File: src/verilog/coreDefs.sv
/*
 * Shared widths, opcodes and bundles for the load/store write-back datapath.
 * Big-endian byte numbering. Byte offset 0 is bits [31:24] of a word.
 * The byte address is 8 bits wide, so only 64 RAM words are reachable.
 * Opcode values above STOREW are not defined. The sequencer acks them
 * without any register or RAM write.
 */
package coreDefs;

   // Datapath widths
   localparam int dataW     = 32;
   localparam int regAddrW  = 5;
   localparam int ramAddrW  = 6;
   localparam int byteAddrW = ramAddrW + 2;
   localparam int immW      = 17;
   localparam int regCount  = 1 << regAddrW;
   localparam int ramWords  = 1 << ramAddrW;

   // Operation kinds, low bits of the opcode field
   typedef enum logic [3:0] {
      ADD, SUB, AND, XOR,
      LOADB, LOADH, LOADW,
      STOREB, STOREH, STOREW
   } opKindE;

   // Register form, rd = ra op rb
   typedef struct packed {
      logic                immFlag;
      opKindE              opKind;
      logic [regAddrW-1:0] rd;
      logic [regAddrW-1:0] ra;
      logic [regAddrW-1:0] rb;
      logic [11:0]         unused;
   } regFormS;

   // Immediate form, also used by every load and store
   typedef struct packed {
      logic                immFlag;
      opKindE              opKind;
      logic [regAddrW-1:0] rd;
      logic [regAddrW-1:0] ra;
      logic [immW-1:0]     imm;
   } immFormS;

   // One operation word, two decodes picked by immFlag
   typedef union packed {
      regFormS regForm;
      immFormS immForm;
   } opWordU;

   typedef enum logic [1:0] {BYTE, HALF, WORD} accSizeE;

   // Write-back source, NONE leaves the destination alone
   typedef enum logic [1:0] {RESULT, LOADDATA, NONE} wbSrcE;

   // Sequencer to register file
   typedef struct packed {
      logic [regAddrW-1:0] raIdx;
      logic [regAddrW-1:0] rbIdx;
      logic [regAddrW-1:0] rdIdx;
      logic                writeEn;
      wbSrcE               wbSrc;
   } regCtlS;

   // Sequencer to aligner
   typedef struct packed {
      logic [byteAddrW-1:0] byteAddr;
      accSizeE              size;
      logic                 writeEn;
      logic [dataW-1:0]     storeData;
   } memReqS;

   // Aligner to RAM
   typedef struct packed {
      logic [ramAddrW-1:0] wordAddr;
      logic [3:0]          byteEn;
      logic                writeEn;
      logic [dataW-1:0]    writeData;
   } ramPortS;

endpackage

File: src/verilog/dataRam.sv
/*
 * 64-word data RAM with one write enable per byte.
 * Read data is registered, one cycle of latency.
 * After reset a sweep writes zero to every word over 64 cycles.
 * ramBusy is high during the sweep and port writes are ignored then.
 */
module dataRam import coreDefs::*; (
   input  logic             gclk,
   input  logic             arstN,
   input  ramPortS          ramPort,
   output logic [dataW-1:0] ramData,
   output logic             ramBusy
);

   logic [dataW-1:0]    mem [ramWords];
   logic [ramAddrW-1:0] sweepAddr;

   // Clear sweep, one word per cycle
   always_ff @(posedge gclk or negedge arstN) begin
      if (!arstN) begin
         ramBusy   <= 1'b1;
         sweepAddr <= '0;
      end else if (ramBusy) begin
         sweepAddr <= sweepAddr + 1'b1;
         // Last word cleared
         if (sweepAddr == '1) begin
            ramBusy <= 1'b0;
         end
      end
   end

   always_ff @(posedge gclk) begin
      if (ramBusy) begin
         mem[sweepAddr] <= '0;
      end else if (ramPort.writeEn) begin
         for (int b = 0; b < 4; b++) begin
            if (ramPort.byteEn[b]) begin
               mem[ramPort.wordAddr][8*b +: 8] <= ramPort.writeData[8*b +: 8];
            end
         end
      end
      ramData <= mem[ramPort.wordAddr];
   end

endmodule

File: src/verilog/memAlign.sv
/*
 * Load and store sizer between the sequencer and the data RAM.
 * Big-endian lanes. Offset 0 is the most significant byte and a
 * halfword at offset 0 is the upper half.
 * Alignment is not checked here. The sequencer drops writeEn on a
 * misaligned access, and the lane decode then only affects a load result
 * that is discarded.
 * Loads are zero-extended. Offset and size are held for the read cycle.
 */
module memAlign import coreDefs::*; (
   input  memReqS           memReq,
   output ramPortS          ramPort,
   input  logic [dataW-1:0] ramData,
   output logic [dataW-1:0] loadData,
   input  logic             gclk,
   input  logic             arstN
);

   logic [1:0] offset;
   logic [1:0] loadOff;
   accSizeE    loadSize;

   assign offset = memReq.byteAddr[1:0];

   // Store sizer
   always_comb begin
      ramPort.wordAddr  = memReq.byteAddr[byteAddrW-1:2];
      ramPort.writeEn   = memReq.writeEn;
      ramPort.byteEn    = 4'b0000;
      ramPort.writeData = '0;
      case (memReq.size)
         BYTE: begin
            // Byte lane walks down from the MSB as the offset grows
            ramPort.byteEn    = 4'b1000 >> offset;
            ramPort.writeData = {4{memReq.storeData[7:0]}};
         end
         HALF: begin
            ramPort.byteEn    = offset[1] ? 4'b0011 : 4'b1100;
            ramPort.writeData = {2{memReq.storeData[15:0]}};
         end
         WORD: begin
            ramPort.byteEn    = 4'b1111;
            ramPort.writeData = memReq.storeData;
         end
         default: begin
            ramPort.byteEn    = 4'b0000;
         end
      endcase
   end

   // RAM data comes back one cycle after the address
   always_ff @(posedge gclk or negedge arstN) begin
      if (!arstN) begin
         loadOff  <= '0;
         loadSize <= WORD;
      end else begin
         loadOff  <= offset;
         loadSize <= memReq.size;
      end
   end

   // Load sizer
   always_comb begin
      case (loadSize)
         BYTE: begin
            case (loadOff)
               2'd0:    loadData = {24'd0, ramData[31:24]};
               2'd1:    loadData = {24'd0, ramData[23:16]};
               2'd2:    loadData = {24'd0, ramData[15:8]};
               default: loadData = {24'd0, ramData[7:0]};
            endcase
         end
         HALF:    loadData = loadOff[1] ? {16'd0, ramData[15:0]} : {16'd0, ramData[31:16]};
         WORD:    loadData = ramData;
         default: loadData = '0;
      endcase
   end

endmodule

File: src/verilog/opSequencer.sv
/*
 * Four-phase req/ack slave and operation sequencer.
 * One operation in flight. opWord is captured on the accept edge.
 * ALU ops and stores ack one cycle after accept, loads two cycles after.
 * Misaligned halfword or word accesses skip all writes and ack with
 * rspData zero. A store returns its unsized source register on rspData.
 * No req is accepted while the RAM clear sweep runs.
 */
module opSequencer import coreDefs::*; (
   input  logic             gclk,
   input  logic             arstN,
   input  logic             req,
   input  opWordU           opWord,
   output logic             ack,
   output logic [dataW-1:0] rspData,
   output logic             misaligned,
   output regCtlS           regCtl,
   output logic [dataW-1:0] aluResult,
   input  logic [dataW-1:0] regA,
   input  logic [dataW-1:0] regB,
   input  logic [dataW-1:0] regD,
   output memReqS           memReq,
   input  logic [dataW-1:0] loadData,
   input  logic             ramBusy
);

   typedef enum logic [1:0] {IDLE, EXEC, LOADWAIT, ACKED} seqStateE;

   seqStateE         state;
   opWordU           opReg;
   opKindE           kind;
   accSizeE          accSize;
   logic             accept;
   logic             isImm;
   logic             isAlu;
   logic             isLoad;
   logic             isStore;
   logic             aligned;
   logic             misNext;
   logic [dataW-1:0] immExt;
   logic [dataW-1:0] opB;
   logic [dataW-1:0] effAddr;
   logic [dataW-1:0] respNext;

   // Idle implies ack is already low
   assign accept = (state == IDLE) && req && !ramBusy;

   // Opcode and flag sit at the same bits in both views
   assign kind    = opReg.regForm.opKind;
   assign isImm   = opReg.regForm.immFlag;
   assign isAlu   = kind inside {ADD, SUB, AND, XOR};
   assign isLoad  = kind inside {LOADB, LOADH, LOADW};
   assign isStore = kind inside {STOREB, STOREH, STOREW};
   assign immExt  = {{(dataW-immW){opReg.immForm.imm[immW-1]}}, opReg.immForm.imm};
   assign opB     = isImm ? immExt : regB;

   // ALU
   always_comb begin
      case (kind)
         ADD:     aluResult = regA + opB;
         SUB:     aluResult = regA - opB;
         AND:     aluResult = regA & opB;
         XOR:     aluResult = regA ^ opB;
         default: aluResult = '0;
      endcase
   end

   // Memory ops always take the immediate view
   assign effAddr = regA + immExt;

   always_comb begin
      case (kind)
         LOADB, STOREB: accSize = BYTE;
         LOADH, STOREH: accSize = HALF;
         default:       accSize = WORD;
      endcase
   end

   always_comb begin
      case (accSize)
         HALF:    aligned = !effAddr[0];
         WORD:    aligned = (effAddr[1:0] == 2'b00);
         default: aligned = 1'b1;
      endcase
   end

   assign misNext = (isLoad || isStore) && !aligned;

   // Register file control, rd doubles as the store data index
   always_comb begin
      regCtl.raIdx   = opReg.regForm.ra;
      regCtl.rbIdx   = opReg.regForm.rb;
      regCtl.rdIdx   = opReg.regForm.rd;
      regCtl.writeEn = 1'b0;
      regCtl.wbSrc   = NONE;
      if (state == EXEC && isAlu) begin
         regCtl.writeEn = 1'b1;
         regCtl.wbSrc   = RESULT;
      end else if (state == LOADWAIT && isLoad && aligned) begin
         regCtl.writeEn = 1'b1;
         regCtl.wbSrc   = LOADDATA;
      end
   end

   // Address is held into LOADWAIT, the write only fires in EXEC
   assign memReq.byteAddr  = effAddr[byteAddrW-1:0];
   assign memReq.size      = accSize;
   assign memReq.writeEn   = (state == EXEC) && isStore && aligned;
   assign memReq.storeData = regD;

   // Value returned with ack
   always_comb begin
      if (state == LOADWAIT) begin
         respNext = aligned ? loadData : '0;
      end else if (isAlu) begin
         respNext = aluResult;
      end else if (isStore && aligned) begin
         respNext = regD;
      end else begin
         respNext = '0;
      end
   end

   always_ff @(posedge gclk) begin
      if (accept) begin
         opReg <= opWord;
      end
   end

   // Handshake FSM
   always_ff @(posedge gclk or negedge arstN) begin
      if (!arstN) begin
         state      <= IDLE;
         ack        <= 1'b0;
         misaligned <= 1'b0;
         rspData    <= '0;
      end else begin
         case (state)
            IDLE: begin
               if (accept) begin
                  state <= EXEC;
               end
            end
            EXEC: begin
               if (isLoad) begin
                  state <= LOADWAIT;
               end else begin
                  ack        <= 1'b1;
                  misaligned <= misNext;
                  rspData    <= respNext;
                  state      <= ACKED;
               end
            end
            LOADWAIT: begin
               ack        <= 1'b1;
               misaligned <= misNext;
               rspData    <= respNext;
               state      <= ACKED;
            end
            ACKED: begin
               // Held req is back-pressure, wait for it to drop
               if (!req) begin
                  ack        <= 1'b0;
                  misaligned <= 1'b0;
                  state      <= IDLE;
               end
            end
            default: state <= IDLE;
         endcase
      end
   end

endmodule

File: src/verilog/regFile.sv
/*
 * 32 x 32 register file with read ports A, B and D.
 * Reads are combinational, the write lands at the clock edge.
 * Port D reads the rd index, which a store uses as its data source.
 * R0 is cleared by reset and never written, so it always reads zero.
 * No forwarding. The sequencer never reads a register in the write cycle.
 */
module regFile import coreDefs::*; (
   input  logic             gclk,
   input  logic             arstN,
   input  regCtlS           regCtl,
   input  logic [dataW-1:0] aluResult,
   input  logic [dataW-1:0] loadData,
   output logic [dataW-1:0] regA,
   output logic [dataW-1:0] regB,
   output logic [dataW-1:0] regD
);

   logic [dataW-1:0] regs [regCount];
   logic [dataW-1:0] wrData;
   logic             wrEn;

   // Three read ports over the same array
   assign regA = regs[regCtl.raIdx];
   assign regB = regs[regCtl.rbIdx];
   assign regD = regs[regCtl.rdIdx];

   // Destination mux
   always_comb begin
      case (regCtl.wbSrc)
         RESULT:   wrData = aluResult;
         LOADDATA: wrData = loadData;
         // Rewrite of the old value, never enabled below
         default:  wrData = regD;
      endcase
   end

   // Index 0 is a constant zero register
   assign wrEn = regCtl.writeEn && (regCtl.wbSrc != NONE) && (regCtl.rdIdx != '0);

   always_ff @(posedge gclk or negedge arstN) begin
      if (!arstN) begin
         for (int i = 0; i < regCount; i++) begin
            regs[i] <= '0;
         end
      end else if (wrEn) begin
         regs[regCtl.rdIdx] <= wrData;
      end
   end

endmodule

File: src/verilog/wbTop.sv
/*
 * Load/store and write-back datapath top level.
 * Four-phase req/ack. Hold opWord stable while req is high and raise
 * req again only after ack is seen low.
 * No req is taken for 64 cycles after reset while the RAM clears.
 */
module wbTop import coreDefs::*; (
   input  logic             gclk,
   input  logic             arstN,
   input  logic             req,
   input  opWordU           opWord,
   output logic             ack,
   output logic [dataW-1:0] rspData,
   output logic             misaligned
);

   regCtlS           regCtl;
   memReqS           memReq;
   ramPortS          ramPort;
   logic [dataW-1:0] aluResult;
   logic [dataW-1:0] regA;
   logic [dataW-1:0] regB;
   logic [dataW-1:0] regD;
   logic [dataW-1:0] ramData;
   logic [dataW-1:0] loadData;
   logic             ramBusy;

   // Handshake, decode and ALU
   opSequencer u_opSequencer (
      .gclk       (gclk),
      .arstN      (arstN),
      .req        (req),
      .opWord     (opWord),
      .ack        (ack),
      .rspData    (rspData),
      .misaligned (misaligned),
      .regCtl     (regCtl),
      .aluResult  (aluResult),
      .regA       (regA),
      .regB       (regB),
      .regD       (regD),
      .memReq     (memReq),
      .loadData   (loadData),
      .ramBusy    (ramBusy)
   );

   regFile u_regFile (
      .gclk      (gclk),
      .arstN     (arstN),
      .regCtl    (regCtl),
      .aluResult (aluResult),
      .loadData  (loadData),
      .regA      (regA),
      .regB      (regB),
      .regD      (regD)
   );

   // Sized loads feed both write-back and rspData
   memAlign u_memAlign (
      .memReq   (memReq),
      .ramPort  (ramPort),
      .ramData  (ramData),
      .loadData (loadData),
      .gclk     (gclk),
      .arstN    (arstN)
   );

   dataRam u_dataRam (
      .gclk    (gclk),
      .arstN   (arstN),
      .ramPort (ramPort),
      .ramData (ramData),
      .ramBusy (ramBusy)
   );

endmodule

File: config.mk
export PLATFORM = sky130hd
export DESIGN_NAME = wbTop
export DESIGN_NICKNAME = d
export VERILOG_FILES = /design/src/verilog/coreDefs.sv /design/src/verilog/dataRam.sv /design/src/verilog/memAlign.sv /design/src/verilog/opSequencer.sv /design/src/verilog/regFile.sv /design/src/verilog/wbTop.sv
export SDC_FILE = /design/constraint.sdc
export NUM_CORES = 2
export LEC_CHECK = 0
export CAP_MARGIN = 20
export CELL_PAD_IN_SITES_DETAIL_PLACEMENT = 1
export CELL_PAD_IN_SITES_GLOBAL_PLACEMENT = 2
export CORE_ASPECT_RATIO = 0.8
export CORE_MARGIN = 4
export CORE_UTILIZATION = 40
export DETAILED_ROUTE_END_ITERATION = 8
export DONT_BUFFER_PORTS = 1
export PLACE_DENSITY = 0.79
export SLEW_MARGIN = 25
export SYNTH_ARGS = -nofsm -noshare
export SYNTH_HDL_FRONTEND = slang
export SYNTH_SLANG_ARGS = --single-unit
File: constraint.sdc
create_clock -name gclk -period 7.2 [get_ports gclk]
set_input_delay 1.44 -clock gclk [delete_from_list [all_inputs] [get_ports gclk]]
set_output_delay 1.44 -clock gclk [all_outputs]
set_load 0.05 [all_outputs]
[Word-level counts from Yosys, hierarchy flattened]
Memory sizes are Yosys's and may differ from the RTL's. A register that Yosys moved wholly into a read port is not among the register bits.
Cells that the tools add are included.
Storage, ports and cells
  register bits after elaboration: 1103
  bits in latches: 0
  RAM bits: 2048
  memory bits (read-only): 0
  input port bits: 35
  output and inout bits: 34
  word-level logic and storage cells: 178
  memories: 1
Memory list
  u_dataRam.mem: depth 64, width 32, read ports 1, clocked after memory_dff 1, write ports 1, line dataRam.sv:15  | logic [dataW-1:0] mem [ramWords];
Operators by class
  add/sub/neg operators: 4
  multiply operators: 0
  div/mod/pow operators: 0
  $lt $le $gt $ge: 4
  eq/ne operators: 24
  shift operators: 1
  multiplexer cells: 63
  bitwise gates (word level): 5
  reductions and logical operators: 35
Operator list (number)
  1024-bit bitwise mux: 1
  32-bit binary-select mux with 5-bit select: 3
  32-bit two-way mux: 14
  32-bit one-hot mux with 3 select lines: 2
  32-bit demux with 5-bit select: 1
  32-bit one-hot mux with 2 select lines: 2
  32-bit one-hot mux with 4 select lines: 1
  32-bit adder: 1
  32-bit bitwise AND: 1
  32-bit OR reduction: 1
  32-bit subtractor: 1
  32-bit bitwise XOR: 1
  1-bit two-way mux: 24
  8-bit one-hot mux with 3 select lines: 1
  6-bit greater-or-equal comparator, second input constant: 3
  5-bit NOT with 6-bit output: 3
  4-bit by 3-bit equality test with 1-bit output, second input constant: 4
  16-bit two-way mux: 1
  1-bit logical AND: 12
  2-bit zero test: 6
  4-bit one-hot mux with 3 select lines: 1
  2-bit by 1-bit equality test with 1-bit output, second input constant: 5
  2-bit equality test, second input constant: 5
  3-bit nonzero test: 3
  other kinds (27): 39

[Logic depth before layout (Yosys ltp)]
  depth in word-level cells: 13
  depth in mapped cells: 30
  mapped depth without buffers: 22

[By module]
Synthesis repeated with hierarchy kept, for this count alone.
Second synthesis, totals
  cells, all modules: 10362
  area total of the unflattened synthesis: 150956.0 um^2
Modules (own cells, without submodules)
  dataRam: times used 1, cells each 3707, area each 80538.5 um^2, seq. area each 62316.0 um^2
  regFile: times used 1, cells each 5493, area each 61103.6 um^2, seq. area each 25624.6 um^2
  opSequencer: times used 1, cells each 974, area each 8007.7 um^2, seq. area each 1861.8 um^2
  memAlign: times used 1, cells each 188, area each 1306.3 um^2, seq. area each 101.3 um^2

[Worst setup path after synthesis]
Ideal clock, no wire load.
  path type: reg2reg
  start point: register u_opSequencer.opReg[17] in the netlist's numbering
  end point: memory u_dataRam.mem[0][22], data pin
  setup time: 0.721 ns
  arrival: 7.167 ns
  required time: 6.479 ns
  setup slack: -0.688 ns
  stages on the path, launching flop included: 18
  buffers on the path: 6
  clock period less this slack: 7.888 ns
  path through: edfxtp_1 > clkbuf_1 > buf_2 > clkbuf_1 > buf_1 > mux4_2 > mux4_2 > mux2i_1 > inv_1 > ha_1 > inv_1 > fa_1 > nor2b_1 > o32a_1 > or3_1 > clkbuf_1 > clkbuf_1 > a211oi_1
Between the ends
  word-level cells in the longest chain between the ends: 13
  elaborated cells on any way between the ends: 30
  those cells by class: 1 x add/sub; 1 x shift; 23 x mux; 1 x bitwise; 4 x reduce/logical
RTL lines
  from (decl): line opSequencer.sv:30  | opWordU opReg;
  from (signal assigned): line opSequencer.sv:126  | opReg <= opWord;
  5-bit NOT with 6-bit output (not written as such) *: line regFile.sv:24  | assign regA = regs[regCtl.raIdx];
  32-bit binary-select mux with 5-bit select *: line regFile.sv:24
  32-bit two-way mux (not written as such) * (2 in series): line regFile.sv:24
  8-bit adder *: line opSequencer.sv:69  | assign effAddr = regA + immExt;
  4-bit by 2-bit right shift with 4-bit output, or another cell as far along: line memAlign.sv:34  | ramPort.byteEn = 4'b1000 >> offset;
  4-bit one-hot mux with 3 select lines or 1-bit one-hot mux with 2 select lines (tied branches): line memAlign.sv:31, opSequencer.sv:80
  1-bit two-way mux or 1-bit logical AND (tied branches): line dataRam.sv:37, opSequencer.sv:108
  1-bit two-way mux: line dataRam.sv:35  | end else if (ramPort.writeEn) begin
  1-bit two-way mux: line dataRam.sv:33  | if (ramBusy) begin
  1-bit two-way mux (not written as such): line dataRam.sv:38  | mem[ramPort.wordAddr][8*b +: 8] <= ramPort.writeData[8*b +: 8];
  32-bit OR reduction (no line) *
  32-bit two-way mux (no line) *
  to (decl): line dataRam.sv:15
Every way passes the cells marked *; elsewhere a longest branch is shown, timed or not. The select of a mux whose other input is x is not followed.

[Worst setup path after layout]
  start point: register u_opSequencer.opReg[12] in the netlist's numbering
  end point: register u_regFile.regs[478] in the netlist's numbering
Between the ends
  word-level cells in the longest chain between the ends: 9
  elaborated cells on any way between the ends: 12
  those cells by class: 2 x add/sub; 7 x mux; 3 x bitwise
RTL lines
  5-bit NOT with 6-bit output (not written as such): line regFile.sv:25  | assign regB = regs[regCtl.rbIdx];
  32-bit binary-select mux with 5-bit select: line regFile.sv:25
  32-bit two-way mux (not written as such) (2 in series): line regFile.sv:25
  32-bit two-way mux *: line opSequencer.sv:55  | assign opB = isImm ? immExt : regB;
  32-bit subtractor, or another cell as far along: line opSequencer.sv:61  | SUB: aluResult = regA - opB;
  32-bit one-hot mux with 4 select lines *: line opSequencer.sv:59  | case (kind)
  32-bit one-hot mux with 2 select lines *: line regFile.sv:30  | case (regCtl.wbSrc)
  1024-bit bitwise mux *: line regFile.sv:47  | regs[regCtl.rdIdx] <= wrData;
  to (signal, indexed assignment): line regFile.sv:47
  to (decl): line regFile.sv:19  | logic [dataW-1:0] regs [regCount];
Marked as above.
A chain may end at the register's enable or synchronous reset.

==> qor.csv <==
metric;value;unit
gp_routability_congestion;0.9148;
cpMaxStageDelayCell;or4b_2;
maxSlewViolCount;0;
netlist_instances;10180;
drive_gt1_share;24.57;%
wirelength;516.4;mm
synth_area;0.1487;mm2
setup_viol;0;
hpwlAfterDp;334.4;mm
status;finished, final reports clean;
clock_path_buffers;4;
layout.nets;10200;
grt_pass1_vias;100700;
ys_seq_area_share;60.45;%
vias;97660;
p_leak;54.81;nW
end_kind;flip-flop;
required;8.01;ns
drv_cap;0;
drtPass1Iterations;8;
htree_levels;5;
synth_xor_area_share;0.4055;%
die_x;689.8;um
path_delay_family;simple AND/OR/NAND/NOR gates;
antenna_left;0;
synth_top_area_cell;edfxtp_1;
hold_ws;0.4215;ns
setup.worst_path.class;flip-flop to flip-flop;
relSlewSlack;22.84;%
reg2reg_slack;0.21;ns
drt-wirelength-per-cell;33.79;um
fin_crit;6.987;ns
cpMostUsedCell;buf_4;
die-area;0.3817;mm2
syn_area_per_cell;14.62;um2
rows;199;
place_ws;0.03841;ns
grt_max_degree;159;
startpoint_type;flip-flop;
synth-adder-area-share;0.6747;%
synth_top_area_share;42.00;%
clkSinkCount;3183;
cts_root_buf;clkbuf_16;
synth_top_family_by_area;multiplexers;
numCtsBuffers;330;
period_share;97.05;%
ys_seq_elements;3183;
clk_latency;0.94;ns
arrival;7.79;ns
ir_drop;0.0003873;V
start_util;40.33;%
yosys.area_share.simple;7.200;%
yosys_warnings;0;
gr-total-overflow;0;
avgViaCountPerCell;6.390;
skew;0.09850;ns
power_density;326.2;mW/mm2
grt_pass1_wl;748.0;mm
postCtsHoldBufs;0;
synthMuxAreaShare;21.67;%
worstMarginPinSlew;1.157;ns
synth_compound_area_share;7.078;%
finalHoldViolations;0;
grt_util_all_layers;26.74;%
synth_fp_nets;10290;
drcViolationCount;0;
antenna_found_initial;38;
dpl_cell_area;0.1568;mm2
netlist_top_cells_area;edfxtp_1 (42%), mux4_2 (20%), dfrtp_1 (18%);
io-pin-count;69;
synth_ff_type;edfxtp_1;
coreArea;0.3688;mm2
syn_to_final_growth;12.69;%
clock.fmax;143.1;MHz
cp_num_buf_inv;6;
path_max_fanout;31;
crit_chain;buf_4 > buf_12 > buf_6 > mux4_2 > a22oi_1 > a21oi_1 > nor3_1 > buf_4 > nand4b_1 > or4_1 > o21ai_0 > nand2_1 > xnor2_1 > ha_2 > nand4_1 > or4_1 > o21ai_0 > buf_4 > a221o_1 > a31o_2 > a31oi_1 > or4b_2 > buf_12 > a41oi_1;
setup_slack;0.2128;ns
numPortBuffers;0;
async_flop_share;33.65;%
clkTransAtPathRegs;0.07;ns
max_stage_delay;0.68;ns
yosys.cell_types.count;94;
drt_iter0_markers;12950;
tns;0;ns
synth_edf_count;2080;
holdCritPathClass;flip-flop to flip-flop;
die_h;553.4;um
cts_tree;built;
fin_area;0.1676;mm2
[final timing paths]
check                                                    to                         startpoint  cells past startpoint
max reg2reg                 u_regFile.regs[478]$_DFFE_PN0P_  u_opSequencer.opReg[12]$_DFFE_PP_                     24
max                         u_regFile.regs[478]$_DFFE_PN0P_  u_opSequencer.opReg[12]$_DFFE_PP_                     24
min in group asynchronous   u_regFile.regs[772]$_DFFE_PN0P_                              arstN                      1
max in group asynchronous   u_regFile.regs[348]$_DFFE_PN0P_                              arstN                      2
min                        u_regFile.regs[1014]$_DFFE_PN0P_   u_regFile.regs[1014]$_DFFE_PN0P_                      0
min reg2reg                u_regFile.regs[1014]$_DFFE_PN0P_   u_regFile.regs[1014]$_DFFE_PN0P_                      0
[kinds of logic (layout without fill, tap and decap cells)]
group	Yosys count	after routing
flip-flops	3183	3183
XOR/XNOR	68	68
AO/OA/AOI/OAI	1769	1769
AND/OR/NAND/NOR	2608	2608
adder cells (fa/ha/maj)	79	79
multiplexers	1545	1545
other	0	11
buffers and inverters	923	1097
[state kept, by name, summed over array words and instances, names as in the netlist]
signal and cells:
u_dataRam.mem 2048, u_regFile.regs 1024, u_dataRam.ramData 32, u_opSequencer.opReg 32, u_opSequencer.rspData 32, u_dataRam.sweepAddr 6, u_memAlign.loadOff 2, u_memAlign.loadSize 2
u_opSequencer.state 2, u_dataRam.ramBusy 1, u_opSequencer.ack 1, u_opSequencer.misaligned 1
[power breakdown]
group          internal, mW  leakage [nW]  switching [mW]  total (mW)
clock                  9.69          5.18            7.49        17.2
combinational          5.90          19.9            9.61        15.5
sequential             20.3          29.7            1.65        22.0
total                  35.9          54.8            18.7        54.7
[timing repair]
action / in CTS / in global routing
cloned: 0 / 3
gates resized for setup: 1 / 23
setup endpoints to repair: 9 / 179
buffers inserted: 0 / 4
[stage by stage]
stage / util (%) / cells / power (mW)
floorplan: - / 10180 / 31.53
global placement: 42.52 / 14670 / 37.31
detailed placement: 42.53 / 14670 / 37.68
CTS: 45.39 / 15270 / 54.79
global route: 45.45 / 15280 / 56.65
finish: 45.45 / 15280 / 54.67
[synth_stat cells, types with 9 or more instances]
master    instances
edfxtp_1       2080
nand2_1        1564
mux4_2         1336
dfrtp_1        1069
o21ai_0         904
clkbuf_1        692
nor2_1          580
a21oi_1         314
nand3_1         208
a22oi_1         170
mux2i_1         169
buf_2            83
ha_1             77
buf_1            70
nor3_1           65
nand4_1          59
a31oi_1          55
inv_1            45
xnor2_1          44
a32o_1           40
mux2_2           40
a41oi_1          32
dfxtp_1          32
o21ai_2          30
a221oi_1         29
a211oi_1         23
xor2_1           23
a21o_1           21
and3_1           21
o21a_1           20
nand2b_1         19
buf_6            18
a22o_1           15
nor2b_1          15
o211ai_1         15
buf_4            13
o31ai_1          12
or2_2            11
and2_1           10
o221ai_1          9
or3_1             9
[layout by cell type (no fill, tap or decap), drive strengths merged, types with 23 or more instances in the layout]
cell       n
mux2      40
buf      454
xor2      23
a211oi    23
dfxtp     32
a41oi     32
clkinv   120
a221oi    31
a32o      40
mux2i    169
inv       65
clkbuf   421
o21ai    940
ha        77
nor3      69
mux4    1336
bufinv    26
nand4     59
xnor2     45
nand3    208
a22oi    170
nand2   1564
nor2     581
edfxtp  2080
a21oi    314
a31oi     55
dfrtp   1069
[routing by layer]
| layer | vias up | global-route usage, % | wire (um) |
|---|---|---|---|
| li1 | 39260 | - | - |
| met1 | 52080 | 38.32 | 211000 |
| met2 | 5257 | 39.78 | 231000 |
| met3 | 1057 | 5.812 | 50440 |
| met4 | 12 | 10.82 | 23940 |
| met5 | - | 0 | 79 |
[cell type report]
class                   instances  area [um2]
repair buffers                457        4622
clock inverters               175        1699
clock buffers                 418        8856
well taps                    4924        6161
multi-input cells            6069       56150
inverters                      47       178.9
flip-flops and latches       3183       89900
fillers                     36030      201200
diodes                         11       27.53
No activity file was read; power rests on OpenSTA's default activity.
